<file path="src/verilog/minerPkg.sv">
`default_nettype none

package minerPkg;

    // Basic SHA-256 quantities
    typedef logic [31:0]  word_t;
    typedef logic [511:0] block_t;
    typedef logic [255:0] digest_t;

    // Block header, nonce lives in bits [31:0]
    typedef logic [639:0] header_t;
    typedef logic [255:0] target_t;

    // Seven-segment pattern gfedcba, active low
    typedef logic [6:0]   segments_t;

    // Nonce search sequencer states
    typedef enum logic [2:0] {
        idle,
        firstBlock,
        secondBlock,
        digestBlock,
        compare
    } minerState_t;

    // Round constants K0..K63
    localparam word_t roundConstants [64] = '{
        32'h428a2f98, 32'h71374491, 32'hb5c0fbcf, 32'he9b5dba5,
        32'h3956c25b, 32'h59f111f1, 32'h923f82a4, 32'hab1c5ed5,
        32'hd807aa98, 32'h12835b01, 32'h243185be, 32'h550c7dc3,
        32'h72be5d74, 32'h80deb1fe, 32'h9bdc06a7, 32'hc19bf174,
        32'he49b69c1, 32'hefbe4786, 32'h0fc19dc6, 32'h240ca1cc,
        32'h2de92c6f, 32'h4a7484aa, 32'h5cb0a9dc, 32'h76f988da,
        32'h983e5152, 32'ha831c66d, 32'hb00327c8, 32'hbf597fc7,
        32'hc6e00bf3, 32'hd5a79147, 32'h06ca6351, 32'h14292967,
        32'h27b70a85, 32'h2e1b2138, 32'h4d2c6dfc, 32'h53380d13,
        32'h650a7354, 32'h766a0abb, 32'h81c2c92e, 32'h92722c85,
        32'ha2bfe8a1, 32'ha81a664b, 32'hc24b8b70, 32'hc76c51a3,
        32'hd192e819, 32'hd6990624, 32'hf40e3585, 32'h106aa070,
        32'h19a4c116, 32'h1e376c08, 32'h2748774c, 32'h34b0bcb5,
        32'h391c0cb3, 32'h4ed8aa4a, 32'h5b9cca4f, 32'h682e6ff3,
        32'h748f82ee, 32'h78a5636f, 32'h84c87814, 32'h8cc70208,
        32'h90befffa, 32'ha4506ceb, 32'hbef9a3f7, 32'hc67178f2
    };

    // H0..H7, H0 in the top word
    localparam digest_t initialHash =
        256'h6a09e667_bb67ae85_3c6ef372_a54ff53a_510e527f_9b05688c_1f83d9ab_5be0cd19;

    // Hex digit to segments, lit segment is 0
    function automatic segments_t hexToSegments(input logic [3:0] nibble);
        case (nibble)
            4'h0: return 7'h40;
            4'h1: return 7'h79;
            4'h2: return 7'h24;
            4'h3: return 7'h30;
            4'h4: return 7'h19;
            4'h5: return 7'h12;
            4'h6: return 7'h02;
            4'h7: return 7'h78;
            4'h8: return 7'h00;
            4'h9: return 7'h10;
            4'ha: return 7'h08;
            4'hb: return 7'h03;
            4'hc: return 7'h46;
            4'hd: return 7'h21;
            4'he: return 7'h06;
            default: return 7'h0e;
        endcase
    endfunction

endpackage

`default_nettype wire

</file>
<file path="src/verilog/bitcoinMiner.sv">
`default_nettype none

module bitcoinMiner #(
    parameter int MaxTries    = 64,
    parameter int ScanDivider = 4
) (
    input  logic                clock,
    input  logic                reset,
    input  logic                start,
    input  minerPkg::header_t   header,
    input  minerPkg::target_t   target,
    output logic                busy,
    output logic                found,
    output logic                exhausted,
    output minerPkg::word_t     foundNonce,
    output minerPkg::digest_t   foundHash,
    output logic                led,
    output minerPkg::segments_t ca,
    output logic                dp,
    output logic [7:0]          an
);
    import minerPkg::*;

    // Sequencer to compression core
    logic    compressStart;
    block_t  compressBlock;
    digest_t compressState;
    logic    compressDone;
    digest_t compressDigest;

    minerControl #(
        .MaxTries(MaxTries)
    ) i_minerControl (
        .clock(clock),
        .reset(reset),
        .start(start),
        .header(header),
        .target(target),
        .compressStart(compressStart),
        .compressBlock(compressBlock),
        .compressState(compressState),
        .compressDone(compressDone),
        .compressDigest(compressDigest),
        .busy(busy),
        .found(found),
        .exhausted(exhausted),
        .foundNonce(foundNonce),
        .foundHash(foundHash)
    );

    // Shared by all three hashes of a nonce
    sha256Compress i_sha256Compress (
        .clock(clock),
        .reset(reset),
        .compressStart(compressStart),
        .compressBlock(compressBlock),
        .compressState(compressState),
        .compressDone(compressDone),
        .compressDigest(compressDigest)
    );

    nonceDisplay #(
        .ScanDivider(ScanDivider)
    ) i_nonceDisplay (
        .clock(clock),
        .reset(reset),
        .start(start),
        .found(found),
        .foundNonce(foundNonce),
        .led(led),
        .ca(ca),
        .dp(dp),
        .an(an)
    );

endmodule

`default_nettype wire

</file>
<file path="src/verilog/minerControl.sv">
`default_nettype none

module minerControl #(
    parameter int MaxTries = 64
) (
    input  logic              clock,
    input  logic              reset,
    input  logic              start,
    input  minerPkg::header_t header,
    input  minerPkg::target_t target,
    output logic              compressStart,
    output minerPkg::block_t  compressBlock,
    output minerPkg::digest_t compressState,
    input  logic              compressDone,
    input  minerPkg::digest_t compressDigest,
    output logic              busy,
    output logic              found,
    output logic              exhausted,
    output minerPkg::word_t   foundNonce,
    output minerPkg::digest_t foundHash
);
    import minerPkg::*;

    // Message lengths in bits for the padding tail
    localparam logic [63:0] HeaderLength = 64'd640;
    localparam logic [63:0] DigestLength = 64'd256;

    minerState_t state;
    word_t       nonce;
    word_t       tries;
    // First-pass digest, midstate then inner hash
    digest_t     chainDigest;
    logic        hashBelowTarget;
    logic        lastTry;

    assign busy            = (state != idle);
    assign hashBelowTarget = (compressDigest < target);
    assign lastTry         = (tries == word_t'(MaxTries - 1));

    // Block and chaining state for the core, sampled on compressStart
    always_comb begin
        case (state)
            secondBlock: begin
                // Header tail with the live nonce, then 640-bit padding
                compressBlock = {header[127:32], nonce, 1'b1, 319'd0, HeaderLength};
                compressState = chainDigest;
            end
            digestBlock: begin
                // Inner hash padded as a 256-bit message
                compressBlock = {chainDigest, 1'b1, 191'd0, DigestLength};
                compressState = initialHash;
            end
            default: begin
                compressBlock = header[639:128];
                compressState = initialHash;
            end
        endcase
    end

    // Sequencer
    always_ff @(posedge clock) begin
        if (reset) begin
            state         <= idle;
            tries         <= '0;
            compressStart <= 1'b0;
            found         <= 1'b0;
            exhausted     <= 1'b0;
        end else begin
            compressStart <= 1'b0;
            found         <= 1'b0;
            exhausted     <= 1'b0;
            case (state)
                idle: begin
                    // Start only honoured when idle
                    if (start) begin
                        state         <= firstBlock;
                        tries         <= '0;
                        compressStart <= 1'b1;
                    end
                end
                firstBlock: begin
                    if (compressDone) begin
                        state         <= secondBlock;
                        compressStart <= 1'b1;
                    end
                end
                secondBlock: begin
                    if (compressDone) begin
                        state         <= digestBlock;
                        compressStart <= 1'b1;
                    end
                end
                digestBlock: begin
                    if (compressDone) begin
                        state <= compare;
                    end
                end
                compare: begin
                    if (hashBelowTarget) begin
                        state <= idle;
                        found <= 1'b1;
                    end else if (lastTry) begin
                        state     <= idle;
                        exhausted <= 1'b1;
                    end else begin
                        // Next nonce, header blocks rehashed from scratch
                        state         <= firstBlock;
                        tries         <= tries + 32'd1;
                        compressStart <= 1'b1;
                    end
                end
                default: begin
                    state <= idle;
                end
            endcase
        end
    end

    // Nonce, intermediate digest and results
    always_ff @(posedge clock) begin
        if (state == idle && start) begin
            // Search begins at the header's own nonce
            nonce <= header[31:0];
        end
        if (compressDone && (state == firstBlock || state == secondBlock)) begin
            chainDigest <= compressDigest;
        end
        if (state == compare) begin
            if (hashBelowTarget) begin
                foundNonce <= nonce;
                foundHash  <= compressDigest;
            end else begin
                // Wraps past all ones
                nonce <= nonce + 32'd1;
            end
        end
    end

endmodule

`default_nettype wire

</file>
<file path="src/verilog/nonceDisplay.sv">
`default_nettype none

module nonceDisplay #(
    parameter int ScanDivider = 4
) (
    input  logic                clock,
    input  logic                reset,
    input  logic                start,
    input  logic                found,
    input  minerPkg::word_t     foundNonce,
    output logic                led,
    output minerPkg::segments_t ca,
    output logic                dp,
    output logic [7:0]          an
);
    import minerPkg::*;

    localparam int PrescaleWidth = $clog2(ScanDivider + 1);

    word_t                    shownNonce;
    logic                     ledFlag;
    logic [PrescaleWidth-1:0] prescale;
    logic [2:0]               digitIndex;
    logic [3:0]               nibble;

    // Result flag, start clears it
    always_ff @(posedge clock) begin
        if (reset) begin
            ledFlag <= 1'b0;
        end else if (found) begin
            ledFlag <= 1'b1;
        end else if (start) begin
            ledFlag <= 1'b0;
        end
    end

    always_ff @(posedge clock) begin
        if (found) begin
            shownNonce <= foundNonce;
        end
    end

    // Digit scan timing
    always_ff @(posedge clock) begin
        if (reset) begin
            prescale   <= '0;
            digitIndex <= 3'd0;
        end else if (prescale == PrescaleWidth'(ScanDivider - 1)) begin
            prescale   <= '0;
            digitIndex <= digitIndex + 3'd1;
        end else begin
            prescale <= prescale + 1'b1;
        end
    end

    // Digit 0 is the low nibble
    assign nibble = shownNonce[4 * digitIndex +: 4];

    // Blank until a nonce has been found
    assign an  = ledFlag ? ~(8'b1 << digitIndex) : 8'hff;
    assign ca  = ledFlag ? hexToSegments(nibble) : 7'h7f;
    // Decimal point unused, kept dark
    assign dp  = 1'b1;
    assign led = ledFlag;

endmodule

`default_nettype wire

</file>
<file path="src/verilog/sha256Compress.sv">
`default_nettype none

module sha256Compress (
    input  logic              clock,
    input  logic              reset,
    input  logic              compressStart,
    input  minerPkg::block_t  compressBlock,
    input  minerPkg::digest_t compressState,
    output logic              compressDone,
    output minerPkg::digest_t compressDigest
);
    import minerPkg::*;

    // Sliding window, schedule[0] is W[t] of the current round
    word_t      schedule [16];
    // Working variables a..h
    word_t      work [8];
    word_t      nextWork [8];
    // Chaining state kept for the final addition
    digest_t    savedState;
    logic [5:0] round;
    logic       running;

    word_t      bigSigma0;
    word_t      bigSigma1;
    word_t      choose;
    word_t      majority;
    word_t      temp1;
    word_t      temp2;
    word_t      sigma0;
    word_t      sigma1;
    word_t      newWord;

    function automatic word_t rotr(input word_t value, input int amount);
        return (value >> amount) | (value << (32 - amount));
    endfunction

    // One SHA-256 round
    always_comb begin
        bigSigma1 = rotr(work[4], 6) ^ rotr(work[4], 11) ^ rotr(work[4], 25);
        choose    = (work[4] & work[5]) ^ (~work[4] & work[6]);
        temp1     = work[7] + bigSigma1 + choose + roundConstants[round] + schedule[0];
        bigSigma0 = rotr(work[0], 2) ^ rotr(work[0], 13) ^ rotr(work[0], 22);
        majority  = (work[0] & work[1]) ^ (work[0] & work[2]) ^ (work[1] & work[2]);
        temp2     = bigSigma0 + majority;

        // Shift the variables down, a and e get the new values
        nextWork[0] = temp1 + temp2;
        nextWork[1] = work[0];
        nextWork[2] = work[1];
        nextWork[3] = work[2];
        nextWork[4] = work[3] + temp1;
        nextWork[5] = work[4];
        nextWork[6] = work[5];
        nextWork[7] = work[6];
    end

    // Message expansion, yields W[t+16]
    always_comb begin
        sigma0  = rotr(schedule[1], 7) ^ rotr(schedule[1], 18) ^ (schedule[1] >> 3);
        sigma1  = rotr(schedule[14], 17) ^ rotr(schedule[14], 19) ^ (schedule[14] >> 10);
        newWord = sigma1 + schedule[9] + sigma0 + schedule[0];
    end

    // Round sequencing
    always_ff @(posedge clock) begin
        if (reset) begin
            running      <= 1'b0;
            round        <= 6'd0;
            compressDone <= 1'b0;
        end else begin
            compressDone <= 1'b0;
            if (compressStart) begin
                running <= 1'b1;
                round   <= 6'd0;
            end else if (running) begin
                round <= round + 6'd1;
                // Last round, digest written in the same edge
                if (round == 6'd63) begin
                    running      <= 1'b0;
                    compressDone <= 1'b1;
                end
            end
        end
    end

    // Datapath registers
    always_ff @(posedge clock) begin
        if (compressStart) begin
            savedState <= compressState;
            // Word 0 sits in the top bits of the block
            for (int i = 0; i < 16; i++) begin
                schedule[i] <= compressBlock[511 - 32 * i -: 32];
            end
            for (int i = 0; i < 8; i++) begin
                work[i] <= compressState[255 - 32 * i -: 32];
            end
        end else if (running) begin
            for (int i = 0; i < 15; i++) begin
                schedule[i] <= schedule[i + 1];
            end
            schedule[15] <= newWord;
            work         <= nextWork;
            // Feed-forward add of the chaining state
            if (round == 6'd63) begin
                for (int i = 0; i < 8; i++) begin
                    compressDigest[255 - 32 * i -: 32] <=
                        savedState[255 - 32 * i -: 32] + nextWork[i];
                end
            end
        end
    end

endmodule

`default_nettype wire
</file>
<file path="config.mk">
export PLATFORM = sky130hd
export DESIGN_NAME = bitcoinMiner
export DESIGN_NICKNAME = d
export VERILOG_FILES = /design/src/verilog/minerPkg.sv /design/src/verilog/bitcoinMiner.sv /design/src/verilog/minerControl.sv /design/src/verilog/nonceDisplay.sv /design/src/verilog/sha256Compress.sv
export SDC_FILE = /design/constraint.sdc
export NUM_CORES = 2
export LEC_CHECK = 0
export ABC_CLOCK_PERIOD_IN_PS = 37100
export BUFFER_PORTS_ARGS = -buffer_cell sky130_fd_sc_hd__buf_2
export CORE_MARGIN = 3
export CORE_UTILIZATION = 30
export CTS_CLUSTER_DIAMETER = 30
export CTS_CLUSTER_SIZE = 14
export DETAILED_ROUTE_END_ITERATION = 16
export SYNTH_ARGS = -nofsm -noshare
export SYNTH_HDL_FRONTEND = slang
export SYNTH_HIERARCHICAL = 1
export SYNTH_SLANG_ARGS = --single-unit
</file>
<file path="constraint.sdc">
create_clock -name clock -period 37.1 [get_ports clock]
set_clock_uncertainty 0.2 [all_clocks]
set_input_delay 1.855 -clock clock [delete_from_list [all_inputs] [get_ports clock]]
set_output_delay 1.855 -clock clock [all_outputs]
set_load 0.05 [all_outputs]
</file>
**Yosys cells after proc, flatten, opt, wreduce, memory -nomap -nowiden**

Memories as Yosys holds them, arrays and structs flattened.
Cells that the tools add are included.

- Mux-type cells: 56
- Shift operators: 2
- Magnitude comparators: 2
- Bitwise logic cells: 48
- Equality and inequality tests: 13
- Add/sub/neg operators: 23
- Reductions and logical operators: 18

Operators with widths:

| operator | number |
|---|---|
| $pmux W512 S2 | 1 |
| $mux W256 | 3 |
| $mux W32 | 24 |
| $add A32 B32 Y32 | 18 |
| $xor A32 B32 Y32 | 9 |
| $lt A256 B256 Y1 | 1 |
| $and A32 B32 Y32 | 5 |
| $add A32 B1 Y32 const B | 2 |
| $pmux W32 S2 | 1 |
| $eq A32 B6 Y1 const B | 1 |
| $not A32 Y32 | 1 |
| $or A10 B32 Y32 | 1 |
| $or A13 B32 Y32 | 1 |
| $or A14 B32 Y32 | 1 |
| $or A15 B32 Y32 | 1 |
| $or A19 B32 Y32 | 1 |
| $or A21 B32 Y32 | 1 |
| $or A25 B32 Y32 | 1 |
| $or A26 B32 Y32 | 1 |
| $or A30 B32 Y32 | 1 |
| $or A7 B32 Y32 | 1 |
| $shiftx A32 B6 Y4 | 1 |
| $xor A32 B22 Y32 | 1 |
| $xor A32 B29 Y32 | 1 |
| 30 further kinds | 83 |

- Output and inout bits: 308
- Memory bits (read-only): 2160
- Flip-flop bits (word level): 1429
- Bits of input ports: 899
- Memories: 3
- Memory bits (writable): 512
- Word-level logic and storage cells: 191

Memories:

| name | words | bits a word | rd ports | clocked after Yosys merged registers in | wr ports | line | RTL |
|---|---|---|---|---|---|---|---|
| (name not given) | 64 | 32 | 1 | 0 | 0 | sha256Compress.sv:42 | `temp1 = work[7] + bigSigma1 + choose + roundConstants[round] + schedule[0];` |
| i_sha256Compress.schedule | 16 | 32 | 16 | 0 | 16 | sha256Compress.sv:15 | `word_t schedule [16];` |
| (name not given) | 16 | 7 | 1 | 0 | 0 | minerPkg.sv:52 | `case (nibble)` |

**Depth between registers and ports, before layout**

- Word-level depth: 10
- Gate-level depth with buffers: 45
- Depth with buffers taken out: 44

**Hierarchy**

The synthesis kept the hierarchy.

Modules (own cells, without submodules):

| module | times used | seq. area each (µm²) | area an instance (µm²) | cells each |
|---|---|---|---|---|
| sha256Compress | 1 | 38597.0 | 75636.3 | 6610 |
| minerControl | 1 | 17737.0 | 34378.0 | 3371 |
| nonceDisplay | 1 | 1101.1 | 1888.1 | 134 |

**Least setup slack after synthesis**

No wires, ideal clock.

- Path type: reg2reg
- Start point: register i_minerControl.state[0]
- End point: register i_minerControl.compressStart
- Cell stages (with the launch flop): 5
- Data arrival time: 20377 ps
- Setup time: 138 ps
- Required time: 36762 ps
- Setup slack: 16385 ps
- Buffers on the path: 1
- Period minus slack after synthesis: 20715 ps
- Cells stage by stage: dfxtp_1 -> clkbuf_1 -> xnor2_1 -> nor3b_1 -> o31a_1

- Word-level cells in the longest chain between the ends: 3
- Elaborated cells between the ends (all ways): 6
- Classes of those cells: eq/ne: 3; mux: 1; reduce/logical: 2

Ends and longest elaborated chain:

| element | line | RTL |
|---|---|---|
| start, declared | minerControl.sv:28 | `minerState_t state;` |
| start signal, assigned | minerControl.sv:63 | `state <= idle;` |
| start signal, assigned | minerControl.sv:76 | `state <= firstBlock;` |
| start signal, assigned | minerControl.sv:83 | `state <= secondBlock;` |
| $eq A3 B2 Y1 or $eq A3 B1 Y1 (tied branches) | minerControl.sv:72 | `case (state)` |
| $reduce_or A2 Y1 (no line) | - |  |
| $pmux W1 S3 (*) | minerControl.sv:72 |  |
| end signal, assigned | minerControl.sv:69 | `compressStart <= 1'b0;` |
| end signal, assigned | minerControl.sv:78 | `compressStart <= 1'b1;` |
| end signal, assigned | minerControl.sv:84 | `compressStart <= 1'b1;` |
| end, declared | minerControl.sv:11 | `output logic compressStart,` |

Mark *: on every way between the ends. The rest lies on a longest branch, timed or not.
A chain may end at the register's enable or synchronous reset.

**Worst setup path in the final report**

- Start point: register i_sha256Compress.round[0]
- End point: register i_sha256Compress.compressDigest[254], data pin

- Word-level cells in the longest chain between the ends: 8

Ends and longest elaborated chain:

| element | line | RTL |
|---|---|---|
| start, declared | sha256Compress.sv:21 | `logic [5:0] round;` |
| start signal, assigned | sha256Compress.sv:77 | `round <= round + 6'd1;` |
| $not A6 Y7 (not written as such) | sha256Compress.sv:42 |  |
| $mem_v2 Z64 W32 | - |  |
| $mux W32 (not written as such) (2 in series) | sha256Compress.sv:42 |  |
| $add A32 B32 Y32 (2 in series) | sha256Compress.sv:42 |  |
| $add A32 B32 Y32 | sha256Compress.sv:48 | `nextWork[0] = temp1 + temp2;` |
| $add A32 B32 Y32 | sha256Compress.sv:108 | `savedState[255 - 32 * i -: 32] + nextWork[i];` |
| end signal, assigned by index | sha256Compress.sv:107 | `compressDigest[255 - 32 * i -: 32] <=` |
| end, declared | sha256Compress.sv:10 | `output minerPkg::digest_t compressDigest` |

Every way passes these cells. The select of a mux whose other input is x is not followed.

==> results by group <==
Outcome
  • Status: completed

Logic synthesis
  • Post-Syn Area: 0.1119 sq mm
  • Post-Synthesis Cells: 10.12k
  • Sequential share of the synthesized area: 0.5133
  • Commonest cells post-synth: edfxtp_1 (1856), nand2_1 (1674), ha_1 (667)
  • Synth top area cells: edfxtp_1 (50%), ha_1 (7.5%), nand2_1 (5.6%)
  • Post-synth top area share: 0.4981
  • Top cell type by total area after synthesis: edfxtp_1
  • Seq cells post-synth: 1941
  • Most frequent cell after synthesis: edfxtp_1
  • Synthesized netlist net count: 11.88k
  • Async set or reset register ratio after synthesis: 0
  • Syn_area_per_cell: 11.06 sq um
  • Main synth FF type: edfxtp_1
  • YS warnings: 6
  • Post-synth EDFFs: 1856
  • Yosys cell types: 104

Clock tree
  • Clk Latency, worst-skew pair: 1.03 ns
  • Worst-path clk slew: 0.06 ns
  • Clock sink count: 1941
  • Cts hold-fix bufs: 0
  • Cts bufs inserted: 522
  • Clk buf depth: 4
  • H-tree Lvls: 6
  • Postcts setup bufs: 0
  • CTS Root Cell: clkbuf_16
  • CTS tree: built
  • CTS resizes: 0

STA
  • Max Freq: 86.65 MHz
  • Final min period: 11.54 ns
  • Final Hold Fails: 0
  • Unrepaired setup endpoints after global routing: false
  • Setup tns final: 0 ns
  • Final Cycle Share: 0.3111
  • Slack of the critical path: 25.56 ns
  • Slew of the pin with the lowest slew margin: 1.220 ns
  • Endpoints failing setup: 0
  • Hold_ws: 0.2333 ns
  • Slew margin rel.: 0.1797
  • Fin. max-slew vios: 0

Floorplan
  • Die Ht: 616.7 microns
  • Die area: 0.3804 sq mm
  • FP Rows: 223
  • Initial Utilization: 0.3022
  • CORE AREA: 0.3703 sq mm
  • IO Pins: 1207
  • Die width: 616.7 microns

Drt
  • Post-route ant nets: 0
  • Vias per cell: 5.228
  • Avg WL per Cell: 29.80 microns
  • Drt pass-1 iters: 8
  • Drc violations: 0
  • 1st-iter DRT viols: 9715
  • Via count: 88.60k
  • Total routed wirelength: 505100 microns

Worst setup path
  • Slowest Stage Delay on Critical Path: 0.73 ns
  • Max FO, Critical Path: 26
  • CP most frequent cell: inv_1
  • Critical Path AT: 12.07 ns
  • CP Class: reg -> reg
  • Setup crit start kind: flop
  • CP required: 37.63 ns
  • Worst path slowest cell: ha_1
  • Endpoint class of the critical path: flop

Layout
  • Layout area overhead: 26.36%
  • Layout Nets: 13.24k
  • Layout cell share with drive strength beyond 1: 0.2200
  • # fillers: 36.35k
  • Final Non-Filler Cells: 16.95k

Place
  • Place WS: 25.84 ns
  • Inst Count DP: 15.91k
  • IO Port Bufs: 1205
  • Final GP Congestion: 0.9599
  • Dpl hpwl: 396700 microns

Global routing
  • Largest net degree at the start of global routing: 226
  • GR Util All Layers: 0.2542
  • Vias in the first global route: 84.85k
  • First-pass GRT wire length: 677600 microns
  • Antenna violations before repair: 199
  • GRT overflow: 0

Flow run
  • Max Cap Viol: 0

Hold path
  • Worst Hold Class: reg -> reg
## layout by cell type (no fill, tap or decap), types with 47 or more instances in the layout
cell type	netlist	layout
fa_1	195	195
a211oi_1	71	70
clkinv_1	0	73
and2_1	401	401
clkbuf_16	0	526
or3_1	191	191
nand2b_1	61	59
diode_2	0	99
inv_1	594	592
a21oi_1	491	491
nor2_1	379	377
dfxtp_1	85	80
nor3_1	101	101
nand3_1	272	272
a31oi_1	47	47
clkbuf_1	406	61
nand4_1	81	81
and3_1	48	48
clkinvlp_4	0	49
edfxtp_1	1856	1856
buf_2	4	1205
o21a_1	62	62
buf_4	3	86
xnor2_1	457	457
clkinv_2	0	80
mux2_2	430	430
ha_1	667	667
mux2i_1	165	165
nand2_1	1674	1674
a21o_1	182	182
o21ai_0	455	455
bufinv_16	0	66
nor2b_1	53	51
xor2_1	120	120
## per-stage QoR
stage | instance area (sq um) | utilization
2_1_floorplan | 111900 | -
3_3_place_gp | 123200 | 0.3328
3_5_place_dp | 123200 | 0.3328
4_1_cts | 141200 | 0.3812
5_1_grt | 141300 | 0.3816
6_report | 141400 | 0.3819
## sequential cells by signal (all words and copies together) (netlist names), 3 cells and up
signal,count
i_nonceDisplay/shownNonce,32
i_minerControl/state,3
i_sha256Compress/nextWork,192
i_sha256Compress/round,6
i_minerControl/tries,32
i_minerControl/chainDigest,256
i_minerControl/nonce,32
i_nonceDisplay/digitIndex,3
i_sha256Compress/schedule,512
i_minerControl/foundNonce,32
i_minerControl/foundHash,256
i_sha256Compress/compressDigest,256
i_nonceDisplay/prescale,3
i_sha256Compress/savedState,256
i_sha256Compress/work,64
## per-layer routing
| layer | part of all wire | vias up | routed length, microns | global-route usage |
|---|---|---|---|---|
| met4 | 0.052 | 60 | 26330 | 0.1197 |
| met5 | 0.00077 | - | 389 | 0 |
| li1 | - | 39204 | - | - |
| met2 | 0.47 | 4499 | 235300 | 0.4109 |
| met3 | 0.081 | 1056 | 40710 | 0.05250 |
| met1 | 0.40 | 43785 | 202300 | 0.3249 |
## critical path: cells and delay by family (launching register included)
family,cells,cell delay [ns]
XOR/XNOR,2,0.49
buffers and inverters,7,1.32
flip-flops,1,0.30
AO/OA/AOI/OAI,15,3.68
AND/OR/NAND/NOR,9,1.69
adder cells (fa/ha/maj),8,3.57
## path summary, 6_finish.rpt
check	startpoint	to	slack (ns)	cells past startpoint
setup / recovery	i_sha256Compress/round[0]	i_sha256Compress/compressDigest[254]	25.56	41
hold / removal	i_nonceDisplay/prescale[0]	i_nonceDisplay/prescale[0]	0.23	1
setup reg to reg	i_sha256Compress/round[0]	i_sha256Compress/compressDigest[254]	25.56	41
hold reg to reg	i_nonceDisplay/prescale[0]	i_nonceDisplay/prescale[0]	0.23	1
## final cells by class
class                   instances  area [sq um]  share of cell area
repair buffers               1297          6797             0.04807
clock inverters               352          4549             0.03217
multi-input cells            7125         50540              0.3574
flip-flops and latches       1941         57450              0.4063
clock buffers                 587         13390             0.09471
inverters                     596          2237             0.01582
diodes                         99         247.7            0.001752
well taps                    4950          6193             0.04380
## logic make-up (layout without fill, tap and decap cells)
| family | after synthesis | after routing | share of synthesized area |
|---|---|---|---|
| AO/OA/AOI/OAI | 1693 | 1693 | 0.09522 |
| multiplexers | 607 | 607 | 0.06018 |
| buffers and inverters | 1049 | 2832 | 0.03568 |
| flip-flops | 1941 | 1941 | 0.5133 |
| adder cells (fa/ha/maj) | 881 | 881 | 0.1112 |
| AND/OR/NAND/NOR | 3366 | 3366 | 0.1393 |
| XOR/XNOR | 577 | 577 | 0.04516 |
| other | 1 | 100 | 0.00003351 |
Power is not shown: default switching activity piles up to over one toggle a cycle in this logic, so the estimate is an artifact.
